===== config.mk =====
export PLATFORM = sky130hd
export DESIGN_NAME = pwo_ctrl_flat
export DESIGN_NICKNAME = d
export VERILOG_FILES = /design/src/verilog/pwo_pkg.sv /design/src/verilog/pwo_issue_if.sv /design/src/verilog/pwo_ctrl.sv /design/src/flat_wrapper.sv
export VERILOG_INCLUDE_DIRS = /design/src /design/src/include
export SDC_FILE = /design/constraint.sdc
export NUM_CORES = 1
export LEC_CHECK = 0
export ABC_AREA = 0
export BUFFER_PORTS_ARGS = -buffer_cell sky130_fd_sc_hd__buf_2
export CAP_MARGIN = 20
export CORE_MARGIN = 5
export CORE_UTILIZATION = 49
export CTS_CLUSTER_SIZE = 28
export DETAILED_ROUTE_END_ITERATION = 7
export GPL_ROUTABILITY_DRIVEN = 1
export PLACE_DENSITY_LB_ADDON = 0.08
export SYNTH_ARGS = -nofsm -noshare
export SYNTH_HDL_FRONTEND = slang
export SYNTH_SLANG_ARGS = --single-unit

===== constraint.sdc =====
create_clock -name clk -period 6.4 [get_ports clk]
set_input_delay 1.28 -clock clk [delete_from_list [all_inputs] [get_ports clk]]
set_output_delay 1.28 -clock clk [all_outputs]
set_load 0.05 [all_outputs]

===== src/include/pwo_macros.svh =====
// Pointwise unit constants
`ifndef PWO_MACROS_SVH
`define PWO_MACROS_SVH

// ========================================
// Coefficient arithmetic
// ========================================

// ML-DSA modulus, 2^23 - 2^13 + 1
`define PWO_Q           23'd8380417
`define PWO_COEFF_W     23
// Slot width in a memory word, one pad bit on top
`define PWO_REG_W       24

// Barrett reduction of a 46-bit product
// floor(2^46 / q), leaves the remainder below 2q
`define PWO_BARRETT_MU  24'd8396807
`define PWO_BARRETT_K   46

// ========================================
// Memory organisation
// ========================================

`define PWO_LANES       4
`define PWO_WORD_W      96
`define PWO_ADDR_W      15
// 256 coefficients at four per word
`define PWO_WORDS       64

`endif


===== src/verilog/pwo_pkg.sv =====
// Pointwise unit types
`include "pwo_macros.svh"

package pwo_pkg;

    // ========================================
    // Data and address types
    // ========================================

    // One coefficient, always reduced below q
    typedef logic [`PWO_COEFF_W-1:0] coeff_t;

    // Four padded coefficients, lane 0 in the low slot
    typedef logic [`PWO_WORD_W-1:0] mem_word_t;

    typedef logic [`PWO_ADDR_W-1:0] mem_addr_t;

    // Word position inside one polynomial
    typedef logic [$clog2(`PWO_WORDS)-1:0] word_idx_t;

    // ========================================
    // Enums
    // ========================================

    typedef enum logic [1:0] {
        PWO_MUL = 2'd0,
        PWO_ADD = 2'd1,
        PWO_SUB = 2'd2
    } pwo_mode_e;

    // Sweep controller states
    typedef enum logic [1:0] {
        ST_IDLE  = 2'd0,
        ST_RUN   = 2'd1,
        ST_DRAIN = 2'd2,
        ST_DONE  = 2'd3
    } ctrl_state_e;

endpackage


===== src/verilog/pwo_issue_if.sv =====
// Issue channel, controller to datapath
`timescale 1ns/1ns

interface pwo_issue_if;

    // Read of one word issued this cycle
    logic                issue_valid;
    pwo_pkg::word_idx_t  issue_idx;
    // Word 63 of the sweep
    logic                issue_last;
    // Write of the last word goes out this cycle
    logic                last_written;

    modport ctrl (
        output issue_valid,
        output issue_idx,
        output issue_last,
        input  last_written
    );

    modport dp (
        input  issue_valid,
        input  issue_idx,
        input  issue_last,
        output last_written
    );

endinterface


===== src/verilog/pwo_ctrl.sv =====
// Pointwise sweep controller
`timescale 1ns/1ns
`include "pwo_macros.svh"

module pwo_ctrl (
    input  logic                 clk,
    input  logic                 reset_n,
    input  logic                 zeroize_i,
    input  logic                 enable_i,
    input  logic                 sampler_valid_i,
    input  logic                 accumulate_i,
    input  pwo_pkg::pwo_mode_e   mode_i,
    input  pwo_pkg::mem_addr_t   base_a_i,
    input  pwo_pkg::mem_addr_t   base_b_i,
    input  pwo_pkg::mem_addr_t   base_c_i,
    output logic                 a_rd_en_o,
    output logic                 b_rd_en_o,
    output logic                 c_rd_en_o,
    output pwo_pkg::mem_addr_t   a_rd_addr_o,
    output pwo_pkg::mem_addr_t   b_rd_addr_o,
    output pwo_pkg::mem_addr_t   c_rd_addr_o,
    output logic                 busy_o,
    output logic                 done_o,
    pwo_issue_if.ctrl            issue
);
    import pwo_pkg::*;

    ctrl_state_e state_q;
    ctrl_state_e state_d;
    word_idx_t   idx_q;
    pwo_mode_e   mode_q;
    logic        acc_q;
    logic        issue_fire;
    logic        idx_last;

    // One word per cycle while the sampler gate is open
    assign issue_fire = (state_q == ST_RUN) && sampler_valid_i;
    assign idx_last   = (idx_q == word_idx_t'(`PWO_WORDS - 1));

    // ========================================
    // State machine
    // ========================================

    always_comb begin
        state_d = state_q;
        unique case (state_q)
            ST_IDLE:  if (enable_i) state_d = ST_RUN;
            ST_RUN:   if (issue_fire && idx_last) state_d = ST_DRAIN;
            // Wait for the pipeline to flush the last word
            ST_DRAIN: if (issue.last_written) state_d = ST_DONE;
            ST_DONE:  state_d = ST_IDLE;
            default:  state_d = ST_IDLE;
        endcase
    end

    always_ff @(posedge clk or negedge reset_n) begin
        if (!reset_n) begin
            state_q <= ST_IDLE;
            idx_q   <= '0;
            mode_q  <= PWO_MUL;
            acc_q   <= 1'b0;
        end else if (zeroize_i) begin
            state_q <= ST_IDLE;
            idx_q   <= '0;
            mode_q  <= PWO_MUL;
            acc_q   <= 1'b0;
        end else begin
            state_q <= state_d;
            if (state_q == ST_IDLE && enable_i) begin
                // Mode and accumulate fixed for the whole run
                idx_q  <= '0;
                mode_q <= mode_i;
                acc_q  <= accumulate_i;
            end else if (issue_fire) begin
                idx_q <= idx_q + 1'b1;
            end
        end
    end

    // ========================================
    // Memory reads and issue channel
    // ========================================

    assign a_rd_en_o = issue_fire;
    assign b_rd_en_o = issue_fire;
    // Old c only needed for multiply-accumulate
    assign c_rd_en_o = issue_fire && (mode_q == PWO_MUL) && acc_q;

    assign a_rd_addr_o = base_a_i + mem_addr_t'(idx_q);
    assign b_rd_addr_o = base_b_i + mem_addr_t'(idx_q);
    assign c_rd_addr_o = base_c_i + mem_addr_t'(idx_q);

    assign issue.issue_valid = issue_fire;
    assign issue.issue_idx   = idx_q;
    assign issue.issue_last  = idx_last;

    assign busy_o = (state_q == ST_RUN) || (state_q == ST_DRAIN);
    assign done_o = (state_q == ST_DONE);

endmodule


===== src/flat_wrapper.sv =====
// flat-port wrapper written by rule: the top's interface ports become plain ports
module pwo_ctrl_flat import pwo_pkg::*;
  (clk, reset_n, zeroize_i, enable_i, sampler_valid_i, accumulate_i, mode_i, base_a_i, base_b_i, base_c_i, a_rd_en_o, b_rd_en_o, c_rd_en_o, a_rd_addr_o, b_rd_addr_o, c_rd_addr_o, busy_o, done_o, issue_issue_valid, issue_issue_idx, issue_issue_last, issue_last_written);
  pwo_issue_if issue_i ();
  input  logic clk;
  input  logic reset_n;
  input  logic zeroize_i;
  input  logic enable_i;
  input  logic sampler_valid_i;
  input  logic accumulate_i;
  input  pwo_pkg::pwo_mode_e mode_i;
  input  pwo_pkg::mem_addr_t base_a_i;
  input  pwo_pkg::mem_addr_t base_b_i;
  input  pwo_pkg::mem_addr_t base_c_i;
  output logic a_rd_en_o;
  output logic b_rd_en_o;
  output logic c_rd_en_o;
  output pwo_pkg::mem_addr_t a_rd_addr_o;
  output pwo_pkg::mem_addr_t b_rd_addr_o;
  output pwo_pkg::mem_addr_t c_rd_addr_o;
  output logic busy_o;
  output logic done_o;
  output wire logic [$bits(issue_i.issue_valid)-1:0] issue_issue_valid;
  output wire logic [$bits(issue_i.issue_idx)-1:0] issue_issue_idx;
  output wire logic [$bits(issue_i.issue_last)-1:0] issue_issue_last;
  input wire logic [$bits(issue_i.last_written)-1:0] issue_last_written;
  assign issue_issue_valid = issue_i.issue_valid;
  assign issue_issue_idx = issue_i.issue_idx;
  assign issue_issue_last = issue_i.issue_last;
  assign issue_i.last_written = issue_last_written;
  pwo_ctrl u_core (.clk(clk), .reset_n(reset_n), .zeroize_i(zeroize_i), .enable_i(enable_i), .sampler_valid_i(sampler_valid_i), .accumulate_i(accumulate_i), .mode_i(mode_i), .base_a_i(base_a_i), .base_b_i(base_b_i), .base_c_i(base_c_i), .a_rd_en_o(a_rd_en_o), .b_rd_en_o(b_rd_en_o), .c_rd_en_o(c_rd_en_o), .a_rd_addr_o(a_rd_addr_o), .b_rd_addr_o(b_rd_addr_o), .c_rd_addr_o(c_rd_addr_o), .busy_o(busy_o), .done_o(done_o), .issue(issue_i));
endmodule

=== Word-level counts from Yosys, hierarchy flattened ===
Index checks and enable logic that the tools add are counted.

* Bits in registers: 11

* Add/sub/neg operators: 4
* Equality and inequality tests: 7
* Muxes and demuxes: 12
* Reductions and logical operators: 11

{| class="wikitable"
|+ Operator list
! operator !! number
|-
| adder 15 x 6 -> 15 bit || 3
|-
| two-way mux 6 bit || 3
|-
| two-way mux 2 bit || 6
|-
| != test 3 bit (second input constant) || 3
|-
| case mux 2 bit (4 select lines) || 1
|-
| adder 6 x 1 -> 6 bit (second input constant) || 1
|-
| == test 6 bit (second input constant) || 1
|-
| logical AND 1 bit || 5
|-
| == test 2 bit (second input constant) || 2
|-
| zero test 2 bit || 2
|-
| AND reduction 3 bit || 1
|-
| nonzero test 3 bit || 1
|-
| == test 2 x 1 -> 1 bit (second input constant) || 1
|-
| two-way mux 1 bit || 2
|-
| nonzero test 2 bit || 1
|-
| logical OR 1 bit || 1
|}

=== Logic depth before layout (Yosys ltp) ===
Gate-level depths: netlist of the first run.

* Word-level depth: 6
* Mapped depth: 7

=== Worst setup path before layout of the first run ===
No wires, ideal clock.

* Path kind: input to output
* From: input base_a_i[0]
* To: output a_rd_addr_o[10]
* Arrival time: 4.150 ns
* Required time: 5.120 ns
* Slack: 0.970 ns
* Stages on the path: 5
* Path buffers: 0
* Cell sequence: ha_1 fa_1 a211oi_1 o21bai_1 o311ai_0

* Word-level cells in the longest chain between the ends: 1

{| class="wikitable"
|+ RTL lines
! item !! line !! source
|-
| from (decl) || flat_wrapper.sv:12 || <nowiki>input pwo_pkg::mem_addr_t base_a_i;</nowiki>
|-
| adder 15 x 6 -> 15 bit || pwo_ctrl.sv:89 || <nowiki>assign a_rd_addr_o = base_a_i + mem_addr_t'(idx_q);</nowiki>
|-
| to (decl) || flat_wrapper.sv:18 || <nowiki>output pwo_pkg::mem_addr_t a_rd_addr_o;</nowiki>
|}

Every way passes these cells.

=== Worst setup path in the final report of the first run ===
* From: input base_c_i[0]
* To: output c_rd_addr_o[14]

* Word-level cells in the longest chain between the ends: 1

{| class="wikitable"
|+ RTL lines
! item !! line !! source
|-
| from (decl) || flat_wrapper.sv:14 || <nowiki>input pwo_pkg::mem_addr_t base_c_i;</nowiki>
|-
| adder 15 x 6 -> 15 bit || pwo_ctrl.sv:91 || <nowiki>assign c_rd_addr_o = base_c_i + mem_addr_t'(idx_q);</nowiki>
|-
| to (decl) || flat_wrapper.sv:20 || <nowiki>output pwo_pkg::mem_addr_t c_rd_addr_o;</nowiki>
|}

Every way passes these cells.

==> summary.md, run 1 <==
| Metric | Value |
|---|---|
| Cell Rows | `23` |
| VDD IR max | `0.250 mV` |
| Initial core utilization | `51.0%` |
| Synth-to-layout area growth | `30.7%` |
| Core Footprint | `4030 sq um` |
| Cts repair resizes | `0` |
| F_max | `about 230 MHz` |
| Share of post-route cells with drive strength above 1 | `a little under a third` |
| Max cap viols | `0` |
| Comb power frac | `66.3%` |
| Least-Margin Pin Slew | `0.679 ns` |
| Fin Hold WS | `approximately 0.52 ns` |
| Multi-input logic area | `1670 sq um` |
| CP Data Arrival Time | `3.15 ns` |
| Avg Cell Area, Syn | `~7.7 sq um` |
| Largest net degree at the start of global routing | `15` |
| Dominant synthesized flop cell | `dfrtp_1` |
| Post-route setup TNS | `0 ns` |
| NumNets Final | `458` |
| Global-route wire length before repair | `8560 um` |
| Register area share after synthesis | `13.4%` |
| Worst setup EP type | `output port` |
| Yosys warns | `0` |
| DR DRC count | `0` |
| Grt total ovfl | `0` |
| Share of the synthesized area in the top cell type | `14.6%` |
| Postcts setup bufs | `0` |
| Slew HR | `between 50% and 60%` |
| Setup WS pre-CTS | `1.96 ns` |
| Distinct cells, synth | `39` |
| Int Pwr | `210 uW` |
| R2R cell count | `5` |
| CP Class | `in2out` |
| Min-Delay Path Class | `reg2reg` |
| Die area | `~5600 sq um` |
| Cts bufs inserted | `3` |
| Sequential power share | `19.4%` |
| Most frequent cells in the layout | `111 x buf_2, 27 x xnor2_1, 24 x ha_1` |
| Fin. Hold Viols | `0` |
| Worst r2r src | `u_core.issue.issue_idx[1]$_DFFE_PN0P_` |
| Static leakage | `1.35 nW` |
| Synth async-reset ratio | `between 90% and 100%` |
| Reg-to-reg endpoint | `u_core.state_q[0]$_DFFE_PN0P_` |
| Worst reg2reg setup slack | `4.50 ns` |
| Hold Crit Depth | `2` |
| Setup repair after global routing missed its margin | `no` |
| Diode count | `0` |
| Clock share of power | `14.4%` |
| Initial antenna violation count | `0` |
| Commonest non-fill, non-tap cell in the layout | `buf_2` |
| Total GRT Usage | `approximately a fifth` |
| Die width | `74.7 um` |
| Startpoint Class | `input port` |
| Final ANT Viol Nets | `0` |
| Drt total wl | `5450 um` |
| Fillers | `395` |
| Post-cts hold buffer count | `0` |
| Yosys reg bits | `11` |
| Cell taking the most area after synthesis | `ha_1` |
| Status | `complete, no violations` |
| Later-pin clock latency in the skew report | `~0.23 ns` |
| Max Slew Vio Count | `0` |
| DR WL/cell | `approximately 13 um` |
| Hold wc startpoint | `u_core.acc_q$_DFFE_PN0P_` |
| Via count | `2272` |
| Crit path max fanout | `7` |
| Storage cell area | `275 sq um` |
| Clock sinks | `11` |
| Finished Core Util | `66.6%` |
| Clk root buf | `clkbuf_8` |
| Switch share | `55.3%` |
| Port Buf Inserts | `roughly 110` |
| Max clock buf depth | `2` |
| Final Cycle Share | `between 60% and 70%` |
| Synth Cell Area | `a little over 2000 sq um` |
| NetSw | `259 uW` |
| Die Y | `~75 um` |
| Clock slew at the register clock pins of the worst setup and hold paths | `0.05 ns` |
| Pwr dens | `175 nW/um^2` |
| Post-Syn Nets | `349` |
| Ports | `approximately 110` |
| Number of synthesized flops with an enable pin | `0` |
| Layout Skew | `0.00170 ns` |
| Drt pass-1 iters | `4` |
| Worst path required time | `between 5 and 6 ns` |
| Number of global-route vias before repair | `2047` |
| CTS tree | `built` |
| Starting DRT DRC Count | `62` |
| Vias per inst | `5.33` |
| Final GP Congestion | `0.848` |
| Final setup viols | `0` |
| Post-Synthesis Cells | `~270` |
| Final Worst Setup Slack | `1.97 ns` |
| Hold Path End | `u_core.acc_q$_DFFE_PN0P_` |
| Min Tclk post-route | `4.43 ns` |
| Synth top area cells | `ha_1 15%, dfrtp_1 13%, xnor2_1 12%, a21oi_1 4.9%, nand2_1 3.8%` |
| DP Wirelength | `4590 um` |
| H-tree depth | `1` |
[stage by stage]
stage | instances | area (sq um) | total power, mW
2_1_floorplan | 268 | 2050 | 0.336
3_3_place_gp | 422 | 2640 | 0.401
3_5_place_dp | 422 | 2640 | 0.403
4_1_cts | 426 | 2680 | 0.473
5_1_grt | 426 | 2680 | 0.501
6_report | 426 | 2680 | 0.469
[critical path: stages]
cell and delay (ns):
buf_2 0.10, ha_1 0.21, fa_1 0.42, a211oi_1 0.22, o21bai_1 0.21, o2111ai_1 0.28, xnor2_1 0.14, buf_2 0.28
[cell usage after synthesis, types with 2 or more instances]
master / n
xnor2_1: 27
ha_1: 24
nand2_1: 21
a21oi_1: 20
inv_1: 19
nor2_1: 19
o21ai_0: 13
nand3_1: 12
dfrtp_1: 11
a211oi_1: 9
nor3b_1: 9
nor3_1: 8
o211ai_1: 7
xor2_1: 7
nand4_1: 6
o311ai_0: 6
a21o_1: 5
clkbuf_1: 5
nand2b_1: 5
and3_1: 4
mux2i_1: 4
fa_1: 3
o2111ai_1: 3
and2_1: 2
buf_4: 2
o21bai_1: 2
o31ai_1: 2
or2_2: 2
[registers in the layout, indices dropped and copies added (netlist names)]
register and cells:
u_core.acc_q 1, u_core.issue.issue_idx 6, u_core.state_q 2, u_core.mode_q 2
[worst max-delay path by stage]
stage | slack, ns | start | cells past startpoint | to
after floorplan | 0.97 | base_a_i[0] | 5 | a_rd_addr_o[10]
after global placement | 2.00 | base_a_i[0] | 8 | a_rd_addr_o[14]
after detailed placement | 1.96 | base_c_i[0] | 8 | c_rd_addr_o[14]
after CTS | 1.95 | base_a_i[0] | 8 | a_rd_addr_o[14]
after global routing | 1.83 | base_a_i[0] | 8 | a_rd_addr_o[12]
final | 1.97 | base_c_i[0] | 8 | c_rd_addr_o[14]
[logic make-up after synthesis]
kind of cell	Yosys count	share of synthesized area, %
adders and majority gates	27	17.6
xor gates and xnor gates	34	14.5
buffers and inverters	26	5.12
muxes	4	1.95
and+or+nand+nor	93	23.5
DFF	11	13.4
AOI/OAI and AO/OA	73	23.9
[layout make-up]
type / instances / area share, %
well taps: 50 / 2.33
repair buffers: 111 / 20.7
inverters: 19 / 2.66
clock buffers: 4 / 1.68
flip-flops and latches: 11 / 10.3
multi-input cells: 231 / 62.4
[power by group through the flow]
| stage | clock network [mW] | registers, mW | logic (mW) |
|---|---|---|---|
| finish | 0.0674 | 0.0907 | 0.311 |
| global route | 0.0744 | 0.0918 | 0.335 |
| CTS | 0.0697 | 0.0908 | 0.312 |
| detailed placement | 0 | 0.0919 | 0.311 |
| global placement | 0 | 0.0917 | 0.310 |
| floorplan | 0 | 0.0933 | 0.243 |
[routing by layer]
layer	wire length, um	track usage [%]	up-vias	part of all wire (%)
li1	-	-	1198	-
met1	2350	24.1	1008	43
met2	2710	33.8	64	50
met3	368	2.40	2	6.8
met4	19	2.57	0	0.35
met5	0	0	-	0
Note: power is estimated with default switching activity, not from simulation.
==> inputs of run 2 (changes only) <==
- CORE_UTILIZATION: 49 -> 41
- clock period: 6.4 -> 4 ns (I/O delays scaled with it)
==> summary.md, run 2 (synthesis gave the netlist of run 1 again) <==
| Metric | Value |
|---|---|
| Status | `complete, no violations` |
| Die area | `6520 sq um (+17%)` |
| Diode count | `0 (unchanged)` |
| Clk root buf | `clkbuf_8` |
| Max cap viols | `0 (unchanged)` |
| F_max | `288 MHz` |
| Clock slew at the register clock pins of the worst setup and hold paths | `0.04 ns (about the same)` |
| Pwr dens | `277 nW/um^2 (+59%)` |
| Worst setup EP type | `output port` |
| Cts repair resizes | `0 (unchanged)` |
| DR DRC count | `0 (unchanged)` |
| Max reg flops | `6 (unchanged)` |
| Cts bufs inserted | `3 (unchanged)` |
| Ports | `112 (unchanged)` |
| Fillers | `494 (+25%)` |
| Initial antenna violation count | `0 (unchanged)` |
| Post-cts hold buffer count | `0 (unchanged)` |
| Non-Filler Instances | `443 (+4.0%)` |
| H-tree depth | `1 (unchanged)` |
| Least-Margin Pin Slew | `0.761 ns (+0.0818 ns)` |
| Port Buf Inserts | `111 (unchanged)` |
| Final GP Congestion | `0.798 (-5.9%)` |
| Total GRT Usage | `17.0% (-1.6 points)` |
| Layout Skew | `0.000203 ns (-0.00150 ns)` |
| Later-pin clock latency in the skew report | `0.23 ns (about the same)` |
| Die width | `80.8 um (+8.1%)` |
| Synth-to-layout area growth | `31.7%` |
| Max clock buf depth | `2 (unchanged)` |
| R2R cell count | `5 (unchanged)` |
| Final ANT Viol Nets | `0 (unchanged)` |
| Clock sinks | `11 (unchanged)` |
| Core Footprint | `4790 sq um (+19%)` |
| Final setup viols | `0 (unchanged)` |
| Fin Hold WS | `0.428 ns (-0.0929 ns)` |
| Share of post-route cells with drive strength above 1 | `31.4% (unchanged)` |
| Slew HR | `48.7% (-5.5 points)` |
| Vias per inst | `5.19 (-2.7%)` |
| Global-route wire length before repair | `9160 um (+7.1%)` |
| Number of global-route vias before repair | `2125 (+3.8%)` |
| CP most frequent cell | `buf_2` |
| DR WL/cell | `12.7 um (-0.38%)` |
| Largest net degree at the start of global routing | `15 (unchanged)` |
| Die Y | `80.8 um (+8.1%)` |
| Critical path buffers and inverters | `2 (unchanged)` |
| Drt total wl | `5640 um (+3.6%)` |
| Static leakage | `1.35 nW (about the same)` |
| Kind of cell adding the most delay to the critical path | `compound AO/OA/AOI/OAI gates` |
| Cell chain of the critical path | `buf_2 -> ha_1 -> fa_1 -> a211oi_1 -> o21bai_1 -> o311ai_0 -> buf_2` |
| Max incr delay on CP | `0.43 ns (about the same)` |
| Drt pass-1 iters | `4 (unchanged)` |
| Post-route setup TNS | `0 ns (unchanged)` |
| Cell Rows | `25 (+8.7%)` |
| VDD IR max | `0.352 mV (+41%)` |
| Postcts setup bufs | `0 (unchanged)` |
| Reg-to-reg endpoint | `u_core.state_q[0]$_DFFE_PN0P_` |
| CP Data Arrival Time | `2.68 ns (-0.47 ns)` |
| Grt total ovfl | `0 (unchanged)` |
| CP Class | `in2out` |
| Finished Core Util | `56.5% (-10 points)` |
| Fin. Hold Viols | `0 (unchanged)` |
| Starting DRT DRC Count | `57 (-8.1%)` |
| Worst r2r src | `u_core.issue.issue_idx[1]$_DFFE_PN0P_` |
| Worst path required time | `3.20 ns (-1.92 ns)` |
| NumNets Final | `458 (unchanged)` |
| Design area | `2700 sq um (+0.79%)` |
| Min-Delay Path Class | `in2async` |
| Max Slew Vio Count | `0 (unchanged)` |
| Via count | `2299 (+1.2%)` |
| Most frequent cells in the layout | `111 x buf_2, 27 x xnor2_1, 24 x ha_1` |
| Worst reg2reg setup slack | `2.15 ns (-2.35 ns)` |
| Post-DP Area | `2660 sq um (+0.81%)` |
| Commonest non-fill, non-tap cell in the layout | `buf_2` |
| Startpoint Class | `input port` |
| DP Wirelength | `4730 um (+3.0%)` |
| Initial core utilization | `42.9% (-8.1 points)` |
| Max stage delay cell, worst path | `fa_1` |
| Min Tclk post-route | `~3.5 ns` |
| CTS tree | `built` |
| Cell count after placement | `439 (+4.0%)` |
| Final Cycle Share | `86.9%` |
| Setup repair after global routing missed its margin | `no` |
| Crit path max fanout | `7 (unchanged)` |
run 2: per-layer routing:
| metal | part of all wire [%] | global-route usage, % |
|---|---|---|
| met1 | 45 | 22.1 |
| met5 | 0 | 0 |
| met2 | 49 | 30.6 |
| met4 | 0.51 | 2.20 |
| met3 | 5.8 | 2.44 |
run 2: worst max path at each step:
stage | cells past startpoint | from | to
after floorplan | 5 | base_a_i[0] | a_rd_addr_o[10]
after global placement | 7 | base_a_i[0] | a_rd_addr_o[10]
after detailed placement | 7 | base_a_i[0] | a_rd_addr_o[10]
after CTS | 7 | base_a_i[0] | a_rd_addr_o[10]
after global routing | 8 | base_c_i[0] | c_rd_addr_o[14]
final | 7 | base_a_i[0] | a_rd_addr_o[10]
run 2: power breakdown:
| part | internal [mW] | total (mW) | switching, mW |
|---|---|---|---|
| sequential | 0.128 | 0.145 | 0.0176 |
| combinational | 0.139 | 0.499 | 0.360 |
| clock | 0.0694 | 0.105 | 0.0354 |
run 2: final cells by class:
| cell class | instances | area [sq um] | area share [%] |
|---|---|---|---|
| Multi-Input combinational cell | 231 | 1670 | 61.9 |
| Tap cell | 67 | 83.8 | 3.10 |
| Sequential cell | 11 | 275 | 10.2 |
| Inverter | 19 | 71.3 | 2.64 |
| Clock buffer | 4 | 45.0 | 1.67 |
| Timing Repair Buffer | 111 | 556 | 20.5 |
run 2: per-stage QoR:
step	setup slack (ns)	power [mW]
after floorplan	-0.470	0.538
after global placement	0.548	0.645
after CTS	0.488	0.759
final	0.524	0.750
after detailed placement	0.488	0.648
after global routing	0.344	0.806
run 2: worst reg2reg max path: stages, from the launching register on:
cell and delay, ns:
dfrtp_1 0.59, ha_1 0.27, nand3_1 0.11, o31ai_1 0.42, a21oi_1 0.13, a311oi_1 0.24
